## src/design/mmio_pkg.sv

```systemverilog
package mmio_pkg;

    typedef logic [31:0] word_t;      // data or address word
    typedef logic [4:0]  reg_addr_t;  // external register index
    typedef logic [7:0]  sram_addr_t; // sram word index

    typedef enum logic [1:0] {
        req_idle  = 2'b00,
        req_write = 2'b01,
        req_read  = 2'b10,
        req_fetch = 2'b11
    } req_t;

    // inclusive upper bound of each region
    localparam word_t INSTR_TOP = 32'd1024;
    localparam word_t REG_TOP   = 32'd1056;
    localparam word_t DATA_TOP  = 32'd1792;
    localparam word_t TFT_TOP   = 32'd1800;

    localparam logic [7:0] BUS_TAG = 8'h33;        // addr[31:24] toward memory
    localparam int SRAM_LAT        = 3;            // busy cycles per access
    localparam int SRAM_CNT_W      = $clog2(SRAM_LAT);
    localparam int SRAM_WORDS      = 256;
    localparam int TFT_BITS        = 32;           // bits per tft frame

    typedef struct packed {
        word_t addr;
        req_t  rwi;   // idle / write / read / fetch
        word_t wdata; // store data
    } cpu_req_s;

    typedef struct packed {
        word_t rdata; // load data
        word_t instr; // fetched instruction
        logic  busy;  // hold request while high
    } cpu_rsp_s;

    typedef struct packed {
        logic  read;
        logic  write;
        word_t addr;  // tagged bus address
        word_t wdata;
    } mem_req_s;

    typedef struct packed {
        logic  wi;    // one-cycle write strobe
        word_t addr;
        word_t data;
    } tft_req_s;

endpackage

```

## src/design/tft_spi_writer.sv

```systemverilog
`timescale 1ns/10ps

module tft_spi_writer (
    input  logic               clk,
    input  logic               nrst,
    input  mmio_pkg::tft_req_s tft_req, // write strobe and payload
    output logic               ack_tft,  // high for the whole frame
    output logic               tft_sclk,
    output logic               tft_mosi, // msb first
    output logic               tft_cs_n
);
    import mmio_pkg::*;

    typedef enum logic [1:0] {
        st_idle,
        st_setup,  // cs low, first bit on mosi
        st_shift,  // two clk per bit
        st_hold    // last bit settles before cs rises
    } tft_state_t;

    tft_state_t                    state;
    logic [$clog2(TFT_BITS)-1:0]   bit_cnt;
    word_t                         shreg;   // frame shift register

    assign tft_mosi = shreg[31] & ~tft_cs_n;

    always_ff @(posedge clk) begin
        if (!nrst) begin
            state    <= st_idle;
            ack_tft  <= 1'b0;
            tft_cs_n <= 1'b1;
            tft_sclk <= 1'b0;
            bit_cnt  <= '0;
        end else begin
            case (state)
                st_idle: if (tft_req.wi) begin
                    state    <= st_setup;
                    ack_tft  <= 1'b1;
                    tft_cs_n <= 1'b0;
                end
                st_setup: begin
                    state    <= st_shift;
                    tft_sclk <= 1'b1;                // rising, bit 31 sampled
                    bit_cnt  <= '0;
                end
                st_shift: if (tft_sclk) begin
                    tft_sclk <= 1'b0;                // falling, next bit out
                end else if (bit_cnt == $bits(bit_cnt)'(TFT_BITS - 1)) begin
                    state <= st_hold;
                end else begin
                    tft_sclk <= 1'b1;
                    bit_cnt  <= bit_cnt + 1'b1;
                end
                default: begin
                    state    <= st_idle;
                    ack_tft  <= 1'b0;
                    tft_cs_n <= 1'b1;
                end
            endcase
        end
    end

    // shift register holds the frame, moves on each falling sclk
    always_ff @(posedge clk) begin
        if (state == st_idle && tft_req.wi) begin
            shreg <= tft_req.data;
        end else if (state == st_shift && tft_sclk) begin
            shreg <= {shreg[30:0], 1'b0};
        end
    end

    a_cs_idle : assert property (
        @(posedge clk) disable iff (!nrst)
        (state == st_idle) |-> tft_cs_n
    );

endmodule

```

## config.mk

```make
export PLATFORM = sky130hd
export DESIGN_NAME = tft_spi_writer
export DESIGN_NICKNAME = d
export VERILOG_FILES = /design/src/design/mmio_pkg.sv /design/src/design/tft_spi_writer.sv
export SDC_FILE = /design/constraint.sdc
export NUM_CORES = 1
export LEC_CHECK = 0
export BUFFER_PORTS_ARGS = -buffer_cell sky130_fd_sc_hd__buf_4
export CORE_MARGIN = 10
export CORE_UTILIZATION = 40
export DETAILED_ROUTE_END_ITERATION = 10
export GPL_TIMING_DRIVEN = 1
export PLACE_DENSITY = 0.77
export SETUP_SLACK_MARGIN = 0.2
export SLEW_MARGIN = 20
export SYNTH_ARGS = -nofsm -noshare
export SYNTH_HDL_FRONTEND = slang
export SYNTH_SLANG_ARGS = --single-unit
```

## constraint.sdc

```tcl
create_clock -name clk -period 2.3 [get_ports clk]
set_input_delay 0.46 -clock clk [delete_from_list [all_inputs] [get_ports clk]]
set_output_delay 0.46 -clock clk [all_outputs]
set_load 0.005 [all_outputs]
```

# After elaboration in Yosys (flattened, before gate mapping)
# Cells that the tools add are included.
# Widths: inputs -> output; s select.
# word_totals
register_bits	42
in_bits	67
# op_classes
n_bitwise	3
eq_ne	7
muxes	16
reduce_logical	9
add_sub_neg	1
# ops
op	n
$mux 32	2
$mux 5	2
$pmux 5 s2	1
$ne 2x2->1 const B	4
$mux 2	3
$pmux 1 s2	3
$pmux 2 s3	1
$reduce_and 3->1	2
$add 5x1->5 const B	1
$eq 5x5->1 const B	1
$mux 1	4
$reduce_bool 2->1	2
$eq 2x1->1 const B	1
$eq 2x2->1 const B	1
$logic_and 1x1->1	2
$logic_not 2->1	1
$not 1->1	2
$reduce_and 2->1	1
$reduce_or 2->1	1
$and 1x1->1	1

# Logic depth before layout (Yosys ltp)
# logic_depth
ltp_word	4
mapped_depth	7
depth_no_buf	7

# Least setup slack after synthesis
# No wires, ideal clock.
# synth_timing
kind	reg2reg
start	reg state[0]
end	reg shreg[0], enable pin
arrival_ps	1562
path_stages_with_launch	6
n_path_buf	1
slack_ps	348
required_ps	1911
setup_ps	389
cell_sequence	dfxtp_1 -> inv_1 -> ha_1 -> nand2_2 -> buf_6 -> nand2_1
# synth_via
elab_chain_cells	3
elab_cells_between_ends	5
# synth_rtl
element	line	text
start, declared	tft_spi_writer.sv:21	tft_state_t state;
start signal, assigned	tft_spi_writer.sv:29	state <= st_idle;
start signal, assigned	tft_spi_writer.sv:37	state <= st_setup;
start signal, assigned	tft_spi_writer.sv:42	state <= st_shift;
$eq 2x2->1 / $logic_not 2->1 (equally long branches)	tft_spi_writer.sv:67, tft_spi_writer.sv:65	
$logic_and 1x1->1, on equally long branches	tft_spi_writer.sv:67, tft_spi_writer.sv:65	
$reduce_bool 2->1 (no source line) (*)	-	
end signal, assigned	tft_spi_writer.sv:66	shreg <= tft_req.data;
end signal, assigned	tft_spi_writer.sv:68	shreg <= {shreg[30:0], 1'b0};
end, declared	tft_spi_writer.sv:23	word_t shreg;
# Mark *: on every way between the ends. The rest lies on a longest branch, timed or not.
# A chain may end at the register's enable or synchronous reset.

# Worst setup path after layout
# layout_timing
start	reg state[0]
end	reg shreg[3] (data pin)
# layout_via
elab_chain_cells	3
# layout_rtl
element	line	text
$logic_not 2->1	tft_spi_writer.sv:65	if (state == st_idle && tft_req.wi) begin
$logic_and 1x1->1	tft_spi_writer.sv:65	
$mux 32	tft_spi_writer.sv:65	
# No other way between the ends.

==> reports/metrics.csv <==
stage,metric,value,unit
run_status,run status,"finished, final reports clean",
grt,Tot GR Track Use,8.59,%
clock_tree,"CTS clk-pin slew, worst paths",0.08,ns
floorplanning,Die ar.,0.00822,mm^2
placed_design,Setup WS pre-CTS,0.446,ns
pwr,leak pwr,1.05,nW
grt,antenna violations before repair,0,
timing,unrepaired setup endpoints after global routing,no,
pwr,"IR drop worst, VDD",651,uV
critical_path,Setup crit start,state[0]$_SDFFE_PN0P_,
grt,first-pass GRT wire length,5.82,mm
drt,met3 WL,183,um
timing,headroom to the max-slew limit,75.2,%
critical_path,Crit path depth,5,
critical_path,cell with the largest stage delay on the worst path,dfxtp_1,
synth,syn_area_per_cell,15.6,um^2
timing,Clock Skew,0.00537,ns
critical_path,crit path to,shreg[3]$_DFFE_PP_,
drt,initial drt markers,28,
final_layout,P&R area growth vs syn,23.0,%
synth,Post-synth EDFFs,32,
drt,met2 wire length,1.44,mm
timing,minimum clock period,1.84,ns
final_layout,"commonest cells after routing, fill and taps aside","buf_4 (39), edfxtp_1 (32), mux2_4 (29)",
final_layout,Antenna diodes,0,
drt,max layer used,met4,
clock_tree,clk buf depth,2,
critical_path,Reg-to-Reg End,shreg[3]$_DFFE_PP_,
synth,Post-Syn Area,0.00200,mm^2
placed_design,Buffers on Ports,38,
critical_path,Crit Reg-Reg Startpoint,state[0]$_SDFFE_PN0P_,
clock_tree,clock sink count,42,
critical_path,Worst setup SP type,register,
clock_tree,cts bufs inserted,5,
floorplanning,row cnt,25,
grt,Overflow after GRT,0,
drt,DRT Pass-1 Iters,4,
clock_tree,CTS tree,built,
floorplanning,die width,90.7,um
synth,Cells after Synth,128,
clock_tree,# hold bufs at CTS,0,
timing,Setup Viol. Count Final,0,
critical_path,R2R setup slack,0.46,ns
timing,setup_tns,0,ns
drt,Routed WL,3.47,mm
floorplanning,I/O pin count,71,
clock_tree,htree depth,2,
pwr,PD cells,1160,mW/mm^2
critical_path,crit-path cells,inv_1 > ha_1 > nand2_2 > buf_4 > mux2_4,
critical_path,CP peak stage delay,0.35,ns
placed_design,placed wire-length estimate,2.44,mm
final_layout,nets,244,
timing,max frequency,543,MHz
synth,synth warn,0,
drt,DR WL/cell,14.4,um
synth,Yosys cell types,30,
synth,top_reg_cell synth,edfxtp_1,
clock_tree,Root Driver,clkbuf_8,
drt,# DRC,0,
critical_path,worst endpoint required time,2.34,ns
worst_hold_path,HP Start,ack_tft$_SDFFE_PN0P_,
synth,"FFs w/ async S/R, synth",0,%
synth,"Seq/Total Area, Yosys",58.1,%
clock_tree,postcts setup bufs,0,
worst_hold_path,Hold/Removal Path Class,register to register,
final_layout,share of layout cells above drive strength 1,48.6,%
final_layout,"commonest non-fill, non-tap cell in the layout",buf_4,
timing,Final Max Tran Viols,0,
critical_path,Worst R2R Path Depth,5,
floorplanning,Starting Density,41.8,%
critical_path,Buf/Inv on CP,2,
floorplanning,Die Ht,90.7,um
grt,vias in the first global route,1153,
critical_path,Setup Crit Path Kind,register to register,
timing,final worst setup slack,0.457,ns
clock_tree,clk_lat worst skew,0.29,ns
drt,Antenna Nets Post-Route,0,
drt,met1 wire length,1.81,mm
flow_run,Max Cap Viol,0,
drt,routed vias,1097,
synth,Yosys reg bits,42,
floorplanning,core area,0.00479,mm^2
grt,pin count of the biggest net entering global routing,28,
critical_path,Crit path max-delay family,buffers and inverters,
critical_path,Critical Path Sink Type,register,
timing,Tcrit/Tclk final,80.1,%
clock_tree,post-cts sizing count,0,
timing,endpoints failing hold,0,
synth,post-synth net total,200,
placed_design,Placer Congestion,0.767,
critical_path,Worst EP arrival,1.88,ns
critical_path,crit path max fanout,11,
timing,Slew @ Worst Pin,0.371,ns
drt,Via-to-Cell Ratio,4.57,
-- stage by stage --
step           utilization [%]  cells  power [mW]  hold slack [ns]  cell area (um^2)
2_1_floorplan                -    128        2.14            0.442              2000
3_3_place_gp              49.6    232        2.41            0.447              2370
3_5_place_dp              49.6    232        2.42            0.442              2370
4_1_cts                   51.4    240        2.89            0.453              2460
5_1_grt                   51.4    240        3.03            0.454              2460
6_report                  51.4    240        2.85            0.452              2460
-- cells by family (layout without fill, tap and decap cells) --
| family | after synthesis | after routing | share of synthesized area [%] |
|---|---|---|---|
| multiplexers | 34 | 34 | 24.4 |
| buffers and inverters | 8 | 53 | 2.82 |
| adder cells (fa/ha/maj) | 5 | 5 | 3.13 |
| AO/OA/AOI/OAI | 11 | 11 | 3.63 |
| AND/OR/NAND/NOR | 28 | 28 | 7.89 |
| flip-flops | 42 | 42 | 58.1 |
-- worst reg2reg max path, stage by stage (launching register included) --
cell and delay, ns:
dfxtp_1 0.35, inv_1 0.07, ha_1 0.26, nand2_2 0.32, buf_4 0.28, mux2_4 0.32
-- sequential cells by signal, indices dropped and copies added, names as in the netlist --
register,flops
shreg,32
tft_cs_n,1
bit_cnt,5
ack_tft,1
tft_sclk,1
state,2
-- layout make-up --
type | count | area, um^2
clock buffer | 5 | 68.8
clock inverter | 3 | 16.3
inverter | 4 | 15.0
fill | 419 | 2330
tap | 67 | 83.8
sequential | 42 | 1160
multi-input combinational | 78 | 781
timing repair buffer | 41 | 333
-- synthesized netlist by cell type, types with 2 or more instances --
cell type / instances / area (um^2)
edfxtp_1: 32 / 961
nor2b_1: 6 / 37.5
a21oi_1: 2 / 10.0
a22oi_1: 2 / 15.0
mux2i_1: 3 / 30.0
nor2_1: 2 / 7.51
buf_6: 3 / 33.8
and3_1: 3 / 18.8
mux2_2: 2 / 22.5
o21ai_1: 2 / 10.0
ha_1: 5 / 62.6
dfxtp_1: 10 / 200
mux2_4: 29 / 435
inv_1: 4 / 15.0
nand2_1: 8 / 30.0
-- layer usage --
metal  vias to the layer above  global-route usage [%]
met2                        26                    11.8
met4                         0                    2.39
li1                        559                       -
met1                       507                    11.8
met5                         -                       0
met3                         5                    3.74
-- power by group --
group	internal [mW]	switching (mW)
logic	0.620	0.467
clock network	0.208	0.245
registers	1.21	0.0992
total	2.04	0.812
-- how the worst min path moves through the flow --
stage                                 end  cells past startpoint
finish               ack_tft$_SDFFE_PN0P_                      2
global route          shreg[27]$_DFFE_PP_                      2
CTS                 state[1]$_SDFFE_PN0P_                      2
global placement     ack_tft$_SDFFE_PN0P_                      2
floorplan            ack_tft$_SDFFE_PN0P_                      2
detailed placement   ack_tft$_SDFFE_PN0P_                      2
Note: power is estimated with default switching activity, not from simulation.
