<file path="src/design/mmio_pkg.sv">
package mmio_pkg;

    typedef logic [31:0] word_t;      // data or address word
    typedef logic [4:0]  reg_addr_t;  // external register index
    typedef logic [7:0]  sram_addr_t; // sram word index

    typedef enum logic [1:0] {
        req_idle  = 2'b00,
        req_write = 2'b01,
        req_read  = 2'b10,
        req_fetch = 2'b11
    } req_t;

    // inclusive upper bound of each region
    localparam word_t INSTR_TOP = 32'd1024;
    localparam word_t REG_TOP   = 32'd1056;
    localparam word_t DATA_TOP  = 32'd1792;
    localparam word_t TFT_TOP   = 32'd1800;

    localparam logic [7:0] BUS_TAG = 8'h33;        // addr[31:24] toward memory
    localparam int SRAM_LAT        = 3;            // busy cycles per access
    localparam int SRAM_CNT_W      = $clog2(SRAM_LAT);
    localparam int SRAM_WORDS      = 256;
    localparam int TFT_BITS        = 32;           // bits per tft frame

    typedef struct packed {
        word_t addr;
        req_t  rwi;   // idle / write / read / fetch
        word_t wdata; // store data
    } cpu_req_s;

    typedef struct packed {
        word_t rdata; // load data
        word_t instr; // fetched instruction
        logic  busy;  // hold request while high
    } cpu_rsp_s;

    typedef struct packed {
        logic  read;
        logic  write;
        word_t addr;  // tagged bus address
        word_t wdata;
    } mem_req_s;

    typedef struct packed {
        logic  wi;    // one-cycle write strobe
        word_t addr;
        word_t data;
    } tft_req_s;

endpackage

</file>
<file path="src/design/mmio_router.sv">
`timescale 1ns/10ps

module mmio_router (
    input  logic                clk,
    input  logic                nrst,
    input  mmio_pkg::cpu_req_s  cpu_req,   // request from cpu memory handler
    input  mmio_pkg::word_t     mem_rdata, // registered sram data
    input  logic                busy_o,    // sram access running
    input  mmio_pkg::word_t     reg_data,  // external register contents
    input  logic                chip_sel,  // low while esp32 writes
    input  logic                ack,       // first cycle of a register read
    input  logic                ack_tft,   // tft frame still shifting
    output mmio_pkg::cpu_rsp_s  cpu_rsp,
    output mmio_pkg::mem_req_s  mem_req,
    output logic                reg_read,
    output mmio_pkg::reg_addr_t reg_addr,
    output mmio_pkg::tft_req_s  tft_req
);
    import mmio_pkg::*;

    logic in_instr;   // fetch region
    logic in_reg;     // external registers
    logic in_data;    // data memory
    logic in_tft;     // tft write port
    logic is_fetch;
    logic is_read;
    logic is_write;
    logic busy_q;     // busy one cycle back
    logic start_ok;   // first cycle of a new request
    logic mem_rd;
    logic mem_wr;
    logic tft_wr;
    logic reg_rd;     // register read in progress
    logic reg_busy;
    logic busy;

    // region decode
    assign in_instr = (cpu_req.addr <= INSTR_TOP);
    assign in_reg   = (cpu_req.addr > INSTR_TOP) && (cpu_req.addr <= REG_TOP);
    assign in_data  = (cpu_req.addr > REG_TOP) && (cpu_req.addr <= DATA_TOP);
    assign in_tft   = (cpu_req.addr > DATA_TOP) && (cpu_req.addr <= TFT_TOP);

    assign is_fetch = (cpu_req.rwi == req_fetch);
    assign is_read  = (cpu_req.rwi == req_read);
    assign is_write = (cpu_req.rwi == req_write);

    // strobes only fire while busy_q is low, so the cycle after busy
    // falls never restarts the request the cpu is still holding
    assign start_ok = ~busy_q;

    assign mem_rd = start_ok & ((is_fetch & in_instr) | (is_read & in_data));
    assign mem_wr = start_ok & is_write & in_data;
    assign tft_wr = start_ok & is_write & in_tft;

    assign reg_rd   = is_read & in_reg;
    assign reg_busy = reg_rd & (~chip_sel | ack); // stall on esp write, then one ack cycle

    // start term covers the cycle before the target answers
    assign busy = busy_o | ack_tft | reg_busy | mem_rd | mem_wr | tft_wr;

    always_ff @(posedge clk) begin
        if (!nrst) begin
            busy_q <= 1'b0;
        end else begin
            busy_q <= busy;
        end
    end

    always_comb begin
        mem_req       = '0;                                // defaults first
        mem_req.read  = mem_rd;
        mem_req.write = mem_wr;
        mem_req.addr  = {BUS_TAG, cpu_req.addr[23:0]};     // tag upper byte
        mem_req.wdata = cpu_req.wdata;

        tft_req      = '0;
        tft_req.wi   = tft_wr;
        tft_req.addr = cpu_req.addr;
        tft_req.data = cpu_req.wdata;

        reg_read = reg_rd;
        reg_addr = cpu_req.addr[4:0];                      // word within bank
    end

    // read data steering
    always_comb begin
        cpu_rsp       = '0;
        cpu_rsp.busy  = busy;
        if (reg_rd) begin
            cpu_rsp.rdata = reg_data;                      // combinational from bank
        end else if (is_read && in_data) begin
            cpu_rsp.rdata = mem_rdata;                     // load
        end
        if (is_fetch && in_instr) begin
            cpu_rsp.instr = mem_rdata;                     // instruction word
        end
    end

    // strobes only reach an idle sram
    a_strobe_idle : assert property (
        @(posedge clk) disable iff (!nrst)
        (mem_req.read || mem_req.write) |-> !busy_o
    );

    // fresh read with the bank free is acked at once
    a_reg_ack : assert property (
        @(posedge clk) disable iff (!nrst)
        ($rose(reg_read) && chip_sel) |-> ack
    );

endmodule

</file>
<file path="config.mk">
export PLATFORM = sky130hd
export DESIGN_NAME = mmio_router
export DESIGN_NICKNAME = d
export VERILOG_FILES = /design/src/design/mmio_pkg.sv /design/src/design/mmio_router.sv
export SDC_FILE = /design/constraint.sdc
export NUM_CORES = 1
export LEC_CHECK = 0
export ABC_CLOCK_PERIOD_IN_PS = 3100
export BUFFER_PORTS_ARGS = -buffer_cell sky130_fd_sc_hd__clkbuf_2
export CORE_AREA = 2 2 133 135
export CTS_CLUSTER_SIZE = 24
export DETAILED_ROUTE_END_ITERATION = 6
export DIE_AREA = 0 0 135 137
export GPL_TIMING_DRIVEN = 0
export PLACE_DENSITY = 0.5
export RECOVER_POWER = 25
export SLEW_MARGIN = 5
export SYNTH_ARGS = -nofsm -noshare
export SYNTH_HDL_FRONTEND = slang
export SYNTH_SLANG_ARGS = --single-unit
</file>
<file path="constraint.sdc">
create_clock -name clk -period 3.1 [get_ports clk]
set_clock_uncertainty 0.15 [all_clocks]
set_input_delay 0.62 -clock clk [delete_from_list [all_inputs] [get_ports clk]]
set_output_delay 0.62 -clock clk [all_outputs]
set_load 0.05 [all_outputs]
</file>
# --- Yosys cells after proc, flatten, opt, wreduce, memory -nomap -nowiden ---
# Cells that the tools add are included.
word_totals:
  register_bits: 1
  wordCells: 36
op_classes:
  n_reduce_logical: 5
  n_eq_ne: 3
  muxes: 3
  n_lt_le_gt_ge: 7
  n_bitwise: 17
ops:
  columns: ["operator", "count"]
  rows:
  - ["$le A32 B11 Y1 const B", 4]
  - ["$gt A32 B11 Y1 const B", 3]
  - ["$mux W32", 3]
  - ["$and A1 B1 Y1", 8]
  - ["$or A1 B1 Y1", 7]
  - ["$logic_and A1 B1 Y1", 5]
  - ["$eq A2 B2 Y1 const B", 2]
  - ["$eq A2 B1 Y1 const B", 1]
  - ["$not A1 Y1", 2]

# --- Longest topological paths before layout ---
depth:
  word_depth: 8
  depth_mapped: 7
  depth_no_buf: 5

# --- Worst setup path before layout ---
# Ideal clock, no wire load.
synth_timing:
  path_kind: "in2out"
  from: "input cpu_req[47] in the netlist's numbering"
  to: "output cpu_rsp[55] in the netlist's numbering"
  stages: 6
  t_arrival_ns: 2.504
  required_time_ns: 2.330
  slack_ns: -0.174
  path_cell_list: "or4_1 -> nor2_2 -> nand2_1 -> nor4_4 -> buf_6 -> a22o_1"
synth_lines:
  columns: ["element", "line", "text"]
  rows:
  - ["from (decl)", "mmio_router.sv:6", "input mmio_pkg::cpu_req_s cpu_req,"]
  - ["to (decl)", "mmio_router.sv:13", "output mmio_pkg::cpu_rsp_s cpu_rsp,"]

==> impl_metrics.py <==
metrics = {
    "floorplanning": {
        "ioPinCount": 338,
        "die_w_um": 135,
        "rows": 48,
        "die_h_um": 137,
        "core_area_mm2": 0.0171,
        "die_area_mm2": 0.0185,
        "initial_utilization_pct": 11.3,
    },
    "yosys": {
        "synth_area_mm2": 0.00193,
        "synth_edf_count": 0,
        "ys_seq_area_share_pct": 1.04,
        "synthCells": 259,
        "ys_async_sr_fraction_pct": 0,
        "ys_types": 40,
        "syn_avg_cell_area_um2": 7.45,
        "synth_ff_type": "dfxtp_1",
        "ys_ff_latch": 1,
        "yosys_warnings": 0,
    },
    "detailed_routing": {
        "ant_nets": 0,
        "post_drt_via_cell_ratio": 3.50,
        "avgRoutedWirePerCell_um": 13.5,
        "wl_um": 10900,
        "num_vias": 2838,
        "drc": 0,
        "drt_iter0_drc": 56,
        "dr.pass1.iters": 4,
    },
    "pwr": {
        "power.density_mw_per_mm2": 129,
        "p_int_mw": 0.239,
        "clkPwrFrac_pct": 0,
        "combPwrFrac_pct": 97.9,
        "netSwitchingFraction_pct": 65.4,
        "vdd_drop_max_uv": 75.5,
        "finalPower_mw": 0.690,
        "p_leak_nw": 2.91,
        "switchingPower_mw": 0.451,
        "seq_power_share_pct": 2.1,
    },
    "worst_setup_path": {
        "r2r_start": "busy_q$_SDFF_PN0_",
        "ff2ff_setup_slack_ns": 1.78,
        "start_kind": "primary input",
        "crit_required_ns": 2.33,
        "crit_type": "primary input to output pin",
        "endpoint_kind": "output pin",
        "timing.rr.end": "busy_q$_SDFF_PN0_",
        "cp_max_fo": 5,
        "ff2ff_path_depth": 4,
        "cp-endpoint": "cpu_rsp[40]",
        "crit_arrival_ns": 2.47,
        "startpoint": "cpu_req[42]",
    },
    "place": {
        "port_buffers": 297,
        "dp_hpwl_um": 8050,
        "placed_cells": 787,
        "gp_congestion": 0.747,
        "dpl_cell_area_mm2": 0.00380,
        "place_ws_ns": -0.664,
    },
    "clock_network": {
        "clk_pin_slew_worst_paths_ns": 0,
        "ctsHoldBuffers": 0,
        "clkLatencyLatePin_ns": 0,
    },
    "sta": {
        "fin_crit_ns": 3.24,
        "worstMarginPinSlew_ns": 0.595,
        "period_share_pct": 105,
        "rsz0062_at_grt": "true",
        "maxSlewHeadroom_pct": 60.5,
        "final-setup-viol-count": 64,
        "fmax_ghz": 0.308,
        "setup_tns_ns": -5.16,
        "fin_ws_ns": -0.143,
        "holdWs_ns": 0.470,
        "finalMaxSlewViolations": 0,
        "hold_viol": 0,
    },
    "cells_and_area": {
        "finalNetCount": 723,
        "top_regs": "busy_q: 1 flops",
        "drive_above_1_share_pct": 88.7,
        "final_core_util_pct": 31.3,
        "fin_cells": 810,
        "regMostFlops": "busy_q",
        "antenna_cells": 0,
        "syn2layout_area_growth_pct": 177,
        "final_cell_area_mm2": 0.00534,
        "largest_register_ffs": 1,
    },
    "min_path": {
        "hp-start": "busy_q$_SDFF_PN0_",
        "min_path_type": "register to register",
    },
    "grt": {
        "grt_pass1_wl_um": 12800,
        "grt_pass1_vias": 2466,
        "grtUsageTotal_pct": 8.56,
        "grt.overflow.total": 0,
        "antenna_found_initial": 0,
        "grt_max_degree": 11,
    },
    "outcome": {
        "status": "finished, violations left",
        "violations": "negative setup slack",
    },
    "flow_run": {
        "drv_cap": 0,
    },
}
-- synth_stat cells (2+ instances only) --
| cell type | count | share of area (%) |
|---|---|---|
| a22o_1 | 30 | 14 |
| conb_1 | 2 | 0.39 |
| and3b_1 | 2 | 0.91 |
| inv_1 | 4 | 0.78 |
| buf_6 | 3 | 1.8 |
| a22o_2 | 2 | 1.0 |
| buf_4 | 137 | 53 |
| nand2_1 | 4 | 0.78 |
| buf_2 | 4 | 1.0 |
| nor4_1 | 5 | 1.6 |
| nor3_1 | 2 | 0.52 |
| nand2_2 | 2 | 0.65 |
| a21oi_1 | 2 | 0.52 |
| clkbuf_1 | 3 | 0.58 |
| and2_1 | 32 | 10 |
-- repair_timing --
item	CTS	global route
pin swaps	5	44
buffers inserted	4	10
resized for setup	174	161
cloned	1	8
endpoints found under the hold margin	0	0
endpoints found under the setup margin	68	68
-- layout by cell type, fill, tap and decap left out, types with 2 or more instances in the layout --
master and instances:
or4_4 2, nor4_4 3, a22o_2 2, inv_1 4, clkbuf_1 32, buf_8 63, clkbuf_2 190, buf_12 5
nor4_1 3, a22o_4 30, and2_4 32, and3b_1 2, conb_1 8, buf_4 150, clkbuf_4 2, buf_6 7
a21oi_1 2, nand2_4 2, nand2_1 2, clkbuf_16 17, nand2_2 2
-- logic make-up (layout without fill, tap and decap cells) --
kind of cell	after synthesis	count (layout)	share of synthesized area [%]
compound gates	43	43	19.3
flops	1	1	1.04
simple gates	62	62	21.9
buf+inv	151	471	57.5
other cells	2	8	0.389
-- power groups by stage --
stage	Sequential [mW]	Clock (mW)	Combinational, mW
after floorplan	0.0143	0	0.482
after global placement	0.0144	0	0.646
after detailed placement	0.0144	0	0.648
after CTS	0.0144	0	0.658
after global routing	0.0145	0	0.704
final	0.0144	0	0.675
-- worst min-delay path by stage --
| stage | end | slack [ns] | depth (start not counted) |
|---|---|---|---|
| 2_1_floorplan | busy_q$_SDFF_PN0_ | 0.41 | 3 |
| 3_3_place_gp | busy_q$_SDFF_PN0_ | 0.46 | 3 |
| 3_5_place_dp | busy_q$_SDFF_PN0_ | 0.47 | 3 |
| 4_1_cts | busy_q$_SDFF_PN0_ | 0.47 | 3 |
| 5_1_grt | busy_q$_SDFF_PN0_ | 0.51 | 3 |
| 6_report | busy_q$_SDFF_PN0_ | 0.47 | 3 |
-- cell type report --
cell class,instances,area (µm²)
flip-flops and latches,1,20.0
well taps,225,282
fillers,1806,11700
plain buffers,147,1180
inverters,4,15.0
repair buffers,320,2580
multi-input cells,113,1260
-- layer usage --
metal,vias to the layer above,track usage (%),wire length (µm)
li1,1402,-,-
met1,1277,9.69,3810
met2,157,18.0,6360
met3,2,0.815,715
met4,0,0,25
met5,-,0,0
-- critical path, stage by stage --
cell and delay, ns:
buf_12 0.10, or4_4 0.56, nand2_4 0.10, nand2_4 0.06
nor4_4 0.25, buf_4 0.19, buf_12 0.14, clkbuf_16 0.15
a22o_2 0.16, buf_8 0.14
Note: power is estimated with default switching activity, not from simulation.
