===== src/design/mmio_pkg.sv =====
package mmio_pkg;

    typedef logic [31:0] word_t;      // data or address word
    typedef logic [4:0]  reg_addr_t;  // external register index
    typedef logic [7:0]  sram_addr_t; // sram word index

    typedef enum logic [1:0] {
        req_idle  = 2'b00,
        req_write = 2'b01,
        req_read  = 2'b10,
        req_fetch = 2'b11
    } req_t;

    // inclusive upper bound of each region
    localparam word_t INSTR_TOP = 32'd1024;
    localparam word_t REG_TOP   = 32'd1056;
    localparam word_t DATA_TOP  = 32'd1792;
    localparam word_t TFT_TOP   = 32'd1800;

    localparam logic [7:0] BUS_TAG = 8'h33;        // addr[31:24] toward memory
    localparam int SRAM_LAT        = 3;            // busy cycles per access
    localparam int SRAM_CNT_W      = $clog2(SRAM_LAT);
    localparam int SRAM_WORDS      = 256;
    localparam int TFT_BITS        = 32;           // bits per tft frame

    typedef struct packed {
        word_t addr;
        req_t  rwi;   // idle / write / read / fetch
        word_t wdata; // store data
    } cpu_req_s;

    typedef struct packed {
        word_t rdata; // load data
        word_t instr; // fetched instruction
        logic  busy;  // hold request while high
    } cpu_rsp_s;

    typedef struct packed {
        logic  read;
        logic  write;
        word_t addr;  // tagged bus address
        word_t wdata;
    } mem_req_s;

    typedef struct packed {
        logic  wi;    // one-cycle write strobe
        word_t addr;
        word_t data;
    } tft_req_s;

endpackage


===== src/design/ext_reg_bank.sv =====
`timescale 1ns/10ps

module ext_reg_bank (
    input  logic                clk,
    input  logic                nrst,
    input  logic                esp_wr,    // esp32 write strobe
    input  mmio_pkg::reg_addr_t esp_addr,
    input  mmio_pkg::word_t     esp_data,
    input  logic                reg_read,  // router read level
    input  mmio_pkg::reg_addr_t reg_addr,
    output mmio_pkg::word_t     reg_data,  // straight from the array
    output logic                chip_sel,  // readable when high
    output logic                ack        // one cycle per read
);
    import mmio_pkg::*;

    word_t regs [32];  // esp32 mailbox registers
    logic  acked_q;    // ack already given for this read

    assign chip_sel = ~esp_wr;          // block reads during esp write
    assign reg_data = regs[reg_addr];
    assign ack      = reg_read & chip_sel & ~acked_q;

    always_ff @(posedge clk) begin
        if (!nrst) begin
            for (int i = 0; i < 32; i++) begin
                regs[i] <= '0;
            end
        end else if (esp_wr) begin
            regs[esp_addr] <= esp_data;
        end
    end

    // set by the ack cycle, cleared once reg_read drops
    always_ff @(posedge clk) begin
        if (!nrst) begin
            acked_q <= 1'b0;
        end else begin
            acked_q <= reg_read & (acked_q | chip_sel);
        end
    end

endmodule


===== config.mk =====
export PLATFORM = sky130hd
export DESIGN_NAME = ext_reg_bank
export DESIGN_NICKNAME = d
export VERILOG_FILES = /design/src/design/mmio_pkg.sv /design/src/design/ext_reg_bank.sv
export SDC_FILE = /design/constraint.sdc
export NUM_CORES = 1
export LEC_CHECK = 0
export BUFFER_PORTS_ARGS = -buffer_cell sky130_fd_sc_hd__buf_2
export CORE_ASPECT_RATIO = 0.75
export CORE_MARGIN = 2
export CORE_UTILIZATION = 37
export DETAILED_ROUTE_END_ITERATION = 10
export GPL_ROUTABILITY_DRIVEN = 0
export PLACE_DENSITY = 0.53
export SETUP_SLACK_MARGIN = 0.05
export SLEW_MARGIN = 20
export SYNTH_ARGS = -nofsm -noshare
export SYNTH_HDL_FRONTEND = slang
export SYNTH_SLANG_ARGS = --single-unit

===== constraint.sdc =====
create_clock -name clk -period 5 [get_ports clk]
set_input_delay 1.25 -clock clk [delete_from_list [all_inputs] [get_ports clk]]
set_output_delay 1.25 -clock clk [all_outputs]
set_load 0.005 [all_outputs]

; Word level (Yosys, flattened, before mapping)
; Memories as Yosys holds them, arrays and structs flattened.
; Cells that the tools add are included.
[totals]
ff_bits = 1
ramBits = 1024
inputBits = 46
out_inout_bits = 34
elab_cells = 16
mem_count = 1
[memory_table]
columns = memory, depth, word_bits, read_ports, rd_clocked_by_memory_dff, write_ports, line_no
row1 = regs, 32, 32, 1, 0, 32, ext_reg_bank.sv:17  ; word_t regs [32];
[classes]
muxes = 7
bitwise_logic = 6
reduce_logical = 1
[ops]
columns = operator, count
row1 = $mux W32, 1
row2 = $reduce_or A32 Y1, 1
row3 = $mux W1, 5
row4 = $mux W5, 1
row5 = $and A1 B1 Y1, 3
row6 = $not A1 Y1, 2
row7 = $or A1 B1 Y1, 1

; Longest topological paths before layout
; Gate-level depths: netlist of run 1.
[depth]
depth_word = 5
depth_mapped = 8
mapped_depth_nobuf = 5

; Worst setup path after synthesis of run 1
; OpenSTA, ideal clock, no wires.
[synth_timing]
path_kind = input-to-reg
start = input port nrst
end = memory regs[24][0] (netlist name) (enable)
setup_ns = 0.466
t_arrival_ns = 4.362
required_time_ns = 4.534
setup_slack_ns = 0.172
path_stages = 6
n_path_buf = 3
cell_sequence = buf_4 > nand2_1 > or3_1 > buf_6 > buf_6 > o21ai_0
[synth_lines]
columns = element, line_no
row1 = from (decl), ext_reg_bank.sv:5  ; input logic nrst,
row2 = to (decl), ext_reg_bank.sv:17

; Final worst setup path of run 1
[layout_timing]
start = input port reg_addr[1]
end = output port reg_data[25]
[layout_via]
elab_chain_len = 1
[layout_rtl]
columns = element, line_no
row1 = from (decl), ext_reg_bank.sv:10  ; input mmio_pkg::reg_addr_t reg_addr,
row2 = $mem_v2 Z32 W32, -
row3 = to (decl), ext_reg_bank.sv:11  ; output mmio_pkg::word_t reg_data,
; No other way between the ends.

==> results.json, run 1 <==
{
  "crit_chain": "buf_8, buf_12, mux2i_1, a22o_1, nor3_1, a31oi_1, nand3_1, buf_2",
  "initial_core_util_pct": 37.3,
  "yosys_warnings": 0,
  "slowest_delay_ns": 0.49,
  "maxSlewHeadroom_pct": 32.0,
  "grt_pass1_vias": 27300,
  "clockRootBuffer": "clkbuf_16",
  "power_uw": 19300,
  "worst_hold_path_type": "flip-flop to flip-flop",
  "synth_area_per_cell_sq_um": 13.5,
  "die_area_sq_um": 131000,
  "boundaryPins": 80,
  "postRouteAntennaNets": 1,
  "via_per_inst": 5.21,
  "cts_resized": 0,
  "io_buffers": 79,
  "wl_microns": 135000,
  "fin_ws_ns": 0.141,
  "ys.flop_type": "edfxtp_1",
  "hold_viol": 0,
  "ys_types": 33,
  "finalCritPeriodShare_pct": 97.2,
  "cts_sinks": 1025,
  "holdBufCountCts": 0,
  "synthTopCellsByArea": "edfxtp_1 (65%), and2_1 (14%), mux2i_1 (11%)",
  "p_per_area_nw_per_um2": 361,
  "rsz0062_at_grt": "false",
  "area_delta_synth_final_pct": 12.8,
  "final_nets": 3516,
  "syn-num-nets": 3539,
  "synth_common_cells": "and2_1 (1025), edfxtp_1 (1024), mux2i_1 (512)",
  "synth_most_common_cell": "and2_1",
  "vdd.ir_drop.worst_mv": 0.291,
  "hpwlAfterDp_microns": 79200,
  "p_leak_uw": 0.0198,
  "cts_setup_buffers": 0,
  "crit_path_end_kind": "primary output",
  "firstDrtPassIters": 7,
  "cpMaxStageDelayCell": "a31oi_1",
  "core_sq_um": 127000,
  "worstMarginPinSlew_ns": 1.02,
  "drc": 0,
  "drv_cap": 0,
  "finalSetupViolCount": 0,
  "crit_fanout": 20,
  "synth_top_area_share_pct": 65.0,
  "grt_pass1_wl_microns": 196000,
  "die_w_microns": 417,
  "ys_seq_area_share_pct": 65.0,
  "synthArstFlopShare_pct": 0,
  "crit_arrival_ns": 3.61,
  "placementRows": 113,
  "synth-edff-count": 1024,
  "worst_ep_required_time_ns": 3.75,
  "post-place-ws_ns": 0.191,
  "cts_tree": "yes",
  "period_needed_ns": 4.86,
  "synthCells": 3493,
  "die_y_microns": 314,
  "gr-total-overflow": 0,
  "slew_viol_final": 0,
  "path_clk_slew_ns": 0.06,
  "routed-via-count": 27300,
  "max_freq_ghz": 0.206,
  "status": "finished, violations left",
  "syn-cell-area_sq_um": 47300,
  "grt_max_degree": 72,
  "clock_path_buffers": 3,
  "grt_usage_pct": 20.5,
  "layout-drive-gt1-share_pct": 11.8,
  "clock_skew_ns": 0,
  "yosysTopAreaCell": "edfxtp_1",
  "antenna_found_initial": 6,
  "drtIter0Drc": 2654,
  "wl_per_cell_microns": 25.8,
  "ys_ff_latch": 1025,
  "cp-start-kind": "primary input",
  "h-tree-depth": 3,
  "clk_latency_ns": 0.69,
  "violations": "antenna violations",
  "criticalPathCategory": "primary input to primary output",
  "numCtsBuffers": 103,
  "tns_ns": 0
}
-- final timing paths --
| kind | start | end | slack [ns] | depth (start not counted) |
|---|---|---|---|---|
| hold / removal | acked_q | acked_q | 0.48 | 1 |
| setup reg to reg | acked_q | acked_q | 4.40 | 1 |
| hold reg to reg | acked_q | acked_q | 0.48 | 1 |
| setup / recovery | reg_addr[1] | reg_data[25] | 0.14 | 8 |
-- report_power, final --
part,switching [uW],internal (uW)
logic,1030,471
registers,120,9900
clock network,3360,4380
-- layout make-up --
class / instances / area, sq um
clock buffers: 126 / 2770
clock inverters: 60 / 520
fillers: 11500 / 73300
multi-input cells: 2137 / 15500
inverters: 1 / 3.75
diodes: 11 / 27.5
flip-flops and latches: 1025 / 30800
well taps: 1667 / 2090
repair buffers: 202 / 1740
-- sequential cells by signal (all words and copies together), names as in the netlist --
register	flops
acked_q	1
regs	1024
-- worst max-delay path: cells and delay by family --
kind                   cells  cell delay, ns
buffers and inverters      3            0.72
AO/OA/AOI/OAI              2            0.70
AND/OR/NAND/NOR            2            0.40
multiplexers               1            0.48
-- logic make-up after synthesis --
kind of cell    after synthesis  synth area share (%)
mux                         512                  10.8
compound gates              321                  4.51
buf+inv                     331                  3.22
simple gates               1304                  16.4
flops                      1025                  65.0
-- through the flow --
stage | hold slack, ns | util (%) | cell area [sq um] | instances
floorplan | 0.455 | - | 47300 | 3493
global placement | 0.468 | 39.5 | 50100 | 5032
detailed placement | 0.472 | 39.5 | 50100 | 5032
CTS | 0.486 | 42.1 | 53300 | 5218
global route | 0.510 | 42.1 | 53300 | 5218
finish | 0.483 | 42.1 | 53400 | 5229
-- per-layer routing --
metal,track usage [%],wire length [microns],vias up
li1,-,-,12500
met1,31.2,65200,13900
met2,31.1,59800,713
met3,2.92,7330,157
met4,4.18,2300,4
met5,0,28,-
-- cells in the final DEF (no fill, tap or decap), drive strengths merged, types with 3 or more instances in the layout --
cell      synthesis  layout
nand3            97      97
edfxtp         1024    1024
bufinv            0       9
clkbuf          236     126
clkinvlp          0       4
diode             0      11
nand3b            3       3
a31oi            32      32
mux2i           512     512
nor2             35      35
a22oi            96      96
clkinv            0      46
and2           1025    1025
a22o             64      64
nor3             32      32
o21ai            32      32
buf              94     202
a21oi            96      96
nand2           100     100
(Power assumes the default switching activity.)
==> inputs of run 2 (changes only) <==
CORE_ASPECT_RATIO = 1.1   (was 0.75)
==> results.json, run 2 (same netlist as run 1, synthesis figures left out) <==
{
  "rsz0062_at_grt": "false",
  "whs_ns": 0.482,
  "h-tree-depth": 3,
  "worstMarginPinSlew_ns": 1.08,
  "hold_viol": 0,
  "finalSetupViolCount": 0,
  "numCtsBuffers": 105,
  "grt_max_degree": 67,
  "switching_share_pct": 23.5,
  "pwr-share-comb_pct": 8.1,
  "p_per_area_nw_per_um2": 356,
  "met3_usage_pct": 2.32,
  "grt_use_met2_pct": 35.8,
  "worst_hold_path_type": "flip-flop to flip-flop",
  "status": "completed",
  "layout-drive-gt1-share_pct": 12.3,
  "period_needed_ns": 4.69,
  "slew_viol_final": 0,
  "firstDrtPassIters": 5,
  "drv_cap": 0,
  "holdBufCountCts": 0,
  "hpwlAfterDp_microns": 76900,
  "clk_latency_ns": 0.68,
  "pwr-share-clk_pct": 39.3,
  "placementRows": 137,
  "worst_ep_required_time_ns": 3.75,
  "clockRootBuffer": "clkbuf_16",
  "vdd.ir_drop.worst_mv": 0.275,
  "grt.busiest_layer": "met2",
  "criticalPathCategory": "primary input to primary output",
  "io_buffers": 79,
  "met1_usage_pct": 28.6,
  "die_area_sq_um": 131000,
  "via_per_inst": 5.22,
  "cts_tree": "yes",
  "path_clk_slew_ns": 0.06,
  "top_register": "regs",
  "p_leak_uw": 0.0199,
  "grt_pass1_wl_microns": 200000,
  "switchingPower_uw": 4480,
  "dp.cells": 5063,
  "maxSlewHeadroom_pct": 27.8,
  "crit_path_end_kind": "primary output",
  "postRouteAntennaNets": 0,
  "grt_pass1_vias": 28300,
  "routed-via-count": 27500,
  "boundaryPins": 80,
  "reg_top3": "regs (1024), acked_q (1)",
  "clock_path_buffers": 3,
  "crit_arrival_ns": 3.44,
  "drtIter0Drc": 2231,
  "layout_common_cells": "and2_1 (1024), edfxtp_1 (1024), mux2i_1 (512), buf_4 (122), clkbuf_16 (107)",
  "gr-total-overflow": 0,
  "finalCritPeriodShare_pct": 93.9,
  "crit_fanout": 42,
  "die_y_microns": 379,
  "grt_usage_pct": 21.1,
  "cp-start-kind": "primary input",
  "cts_setup_buffers": 0,
  "die_w_microns": 345,
  "clock_skew_ns": 0,
  "instances_no_fill": 5269,
  "tns_ns": 0,
  "core_sq_um": 127000,
  "max_freq_ghz": 0.213,
  "cts_sinks": 1025,
  "cts_resized": 0,
  "area_delta_synth_final_pct": 13.1,
  "p_seq_share_pct": 52.6,
  "drc": 0,
  "p_int_uw": 14600,
  "wl_microns": 137000,
  "final_nets": 3548,
  "antenna_found_initial": 12,
  "initial_core_util_pct": 37.3,
  "wl_per_cell_microns": 26.0,
  "largest_reg_flops": 1024
}
run 2: power groups by stage:
stage	Combinational, uW	Clock (uW)	Sequential (uW)
2_1_floorplan	849	0	10200
3_3_place_gp	1550	0	10200
3_5_place_dp	1560	0	10200
4_1_cts	1560	7610	10000
5_1_grt	1650	7930	10100
6_report	1540	7480	10000
run 2: worst paths after layout:
kind / endpoint / slack, ns / from / cells after the start
worst max-delay path: reg_data[26] / 0.31 / reg_addr[2] / 8
worst min-delay path: acked_q / 0.48 / acked_q / 1
worst max register to register: acked_q / 4.40 / acked_q / 1
worst min register to register: acked_q / 0.48 / acked_q / 1
run 2: cell type report:
type / instances / area, sq um
tap: 1668 / 2090
antenna: 18 / 45.0
clock inverter: 56 / 423
fill: 11500 / 73300
timing repair buffer: 232 / 1960
sequential: 1025 / 30800
clock buffer: 132 / 2770
inverter: 1 / 3.75
multi-input combinational: 2137 / 15400
run 2: worst max-delay path, stage by stage:
cell and delay [ns]:
buf_2 0.16, and2_4 0.62, buf_4 0.39, a22oi_1 0.12, nand3_1 0.32, nand3_1 0.22
buf_4 0.18, buf_2 0.11
run 2: stage by stage:
step	area (sq um)	power [uW]	setup slack [ns]	utilization [%]
2_1_floorplan	47300	11000	0.172	-
3_3_place_gp	50300	11700	0.310	39.6
3_5_place_dp	50300	11800	0.283	39.6
4_1_cts	53500	19200	0.278	42.1
5_1_grt	53500	19600	0.178	42.2
6_report	53500	19000	0.305	42.2
run 2: metal layers:
metal,part of all wire (%),wire length (microns),vias up
met3,4.3,5860,170
li1,-,-,12600
met1,45,61000,14200
met5,0.010,14,-
met2,49,67000,615
met4,2.2,3040,4
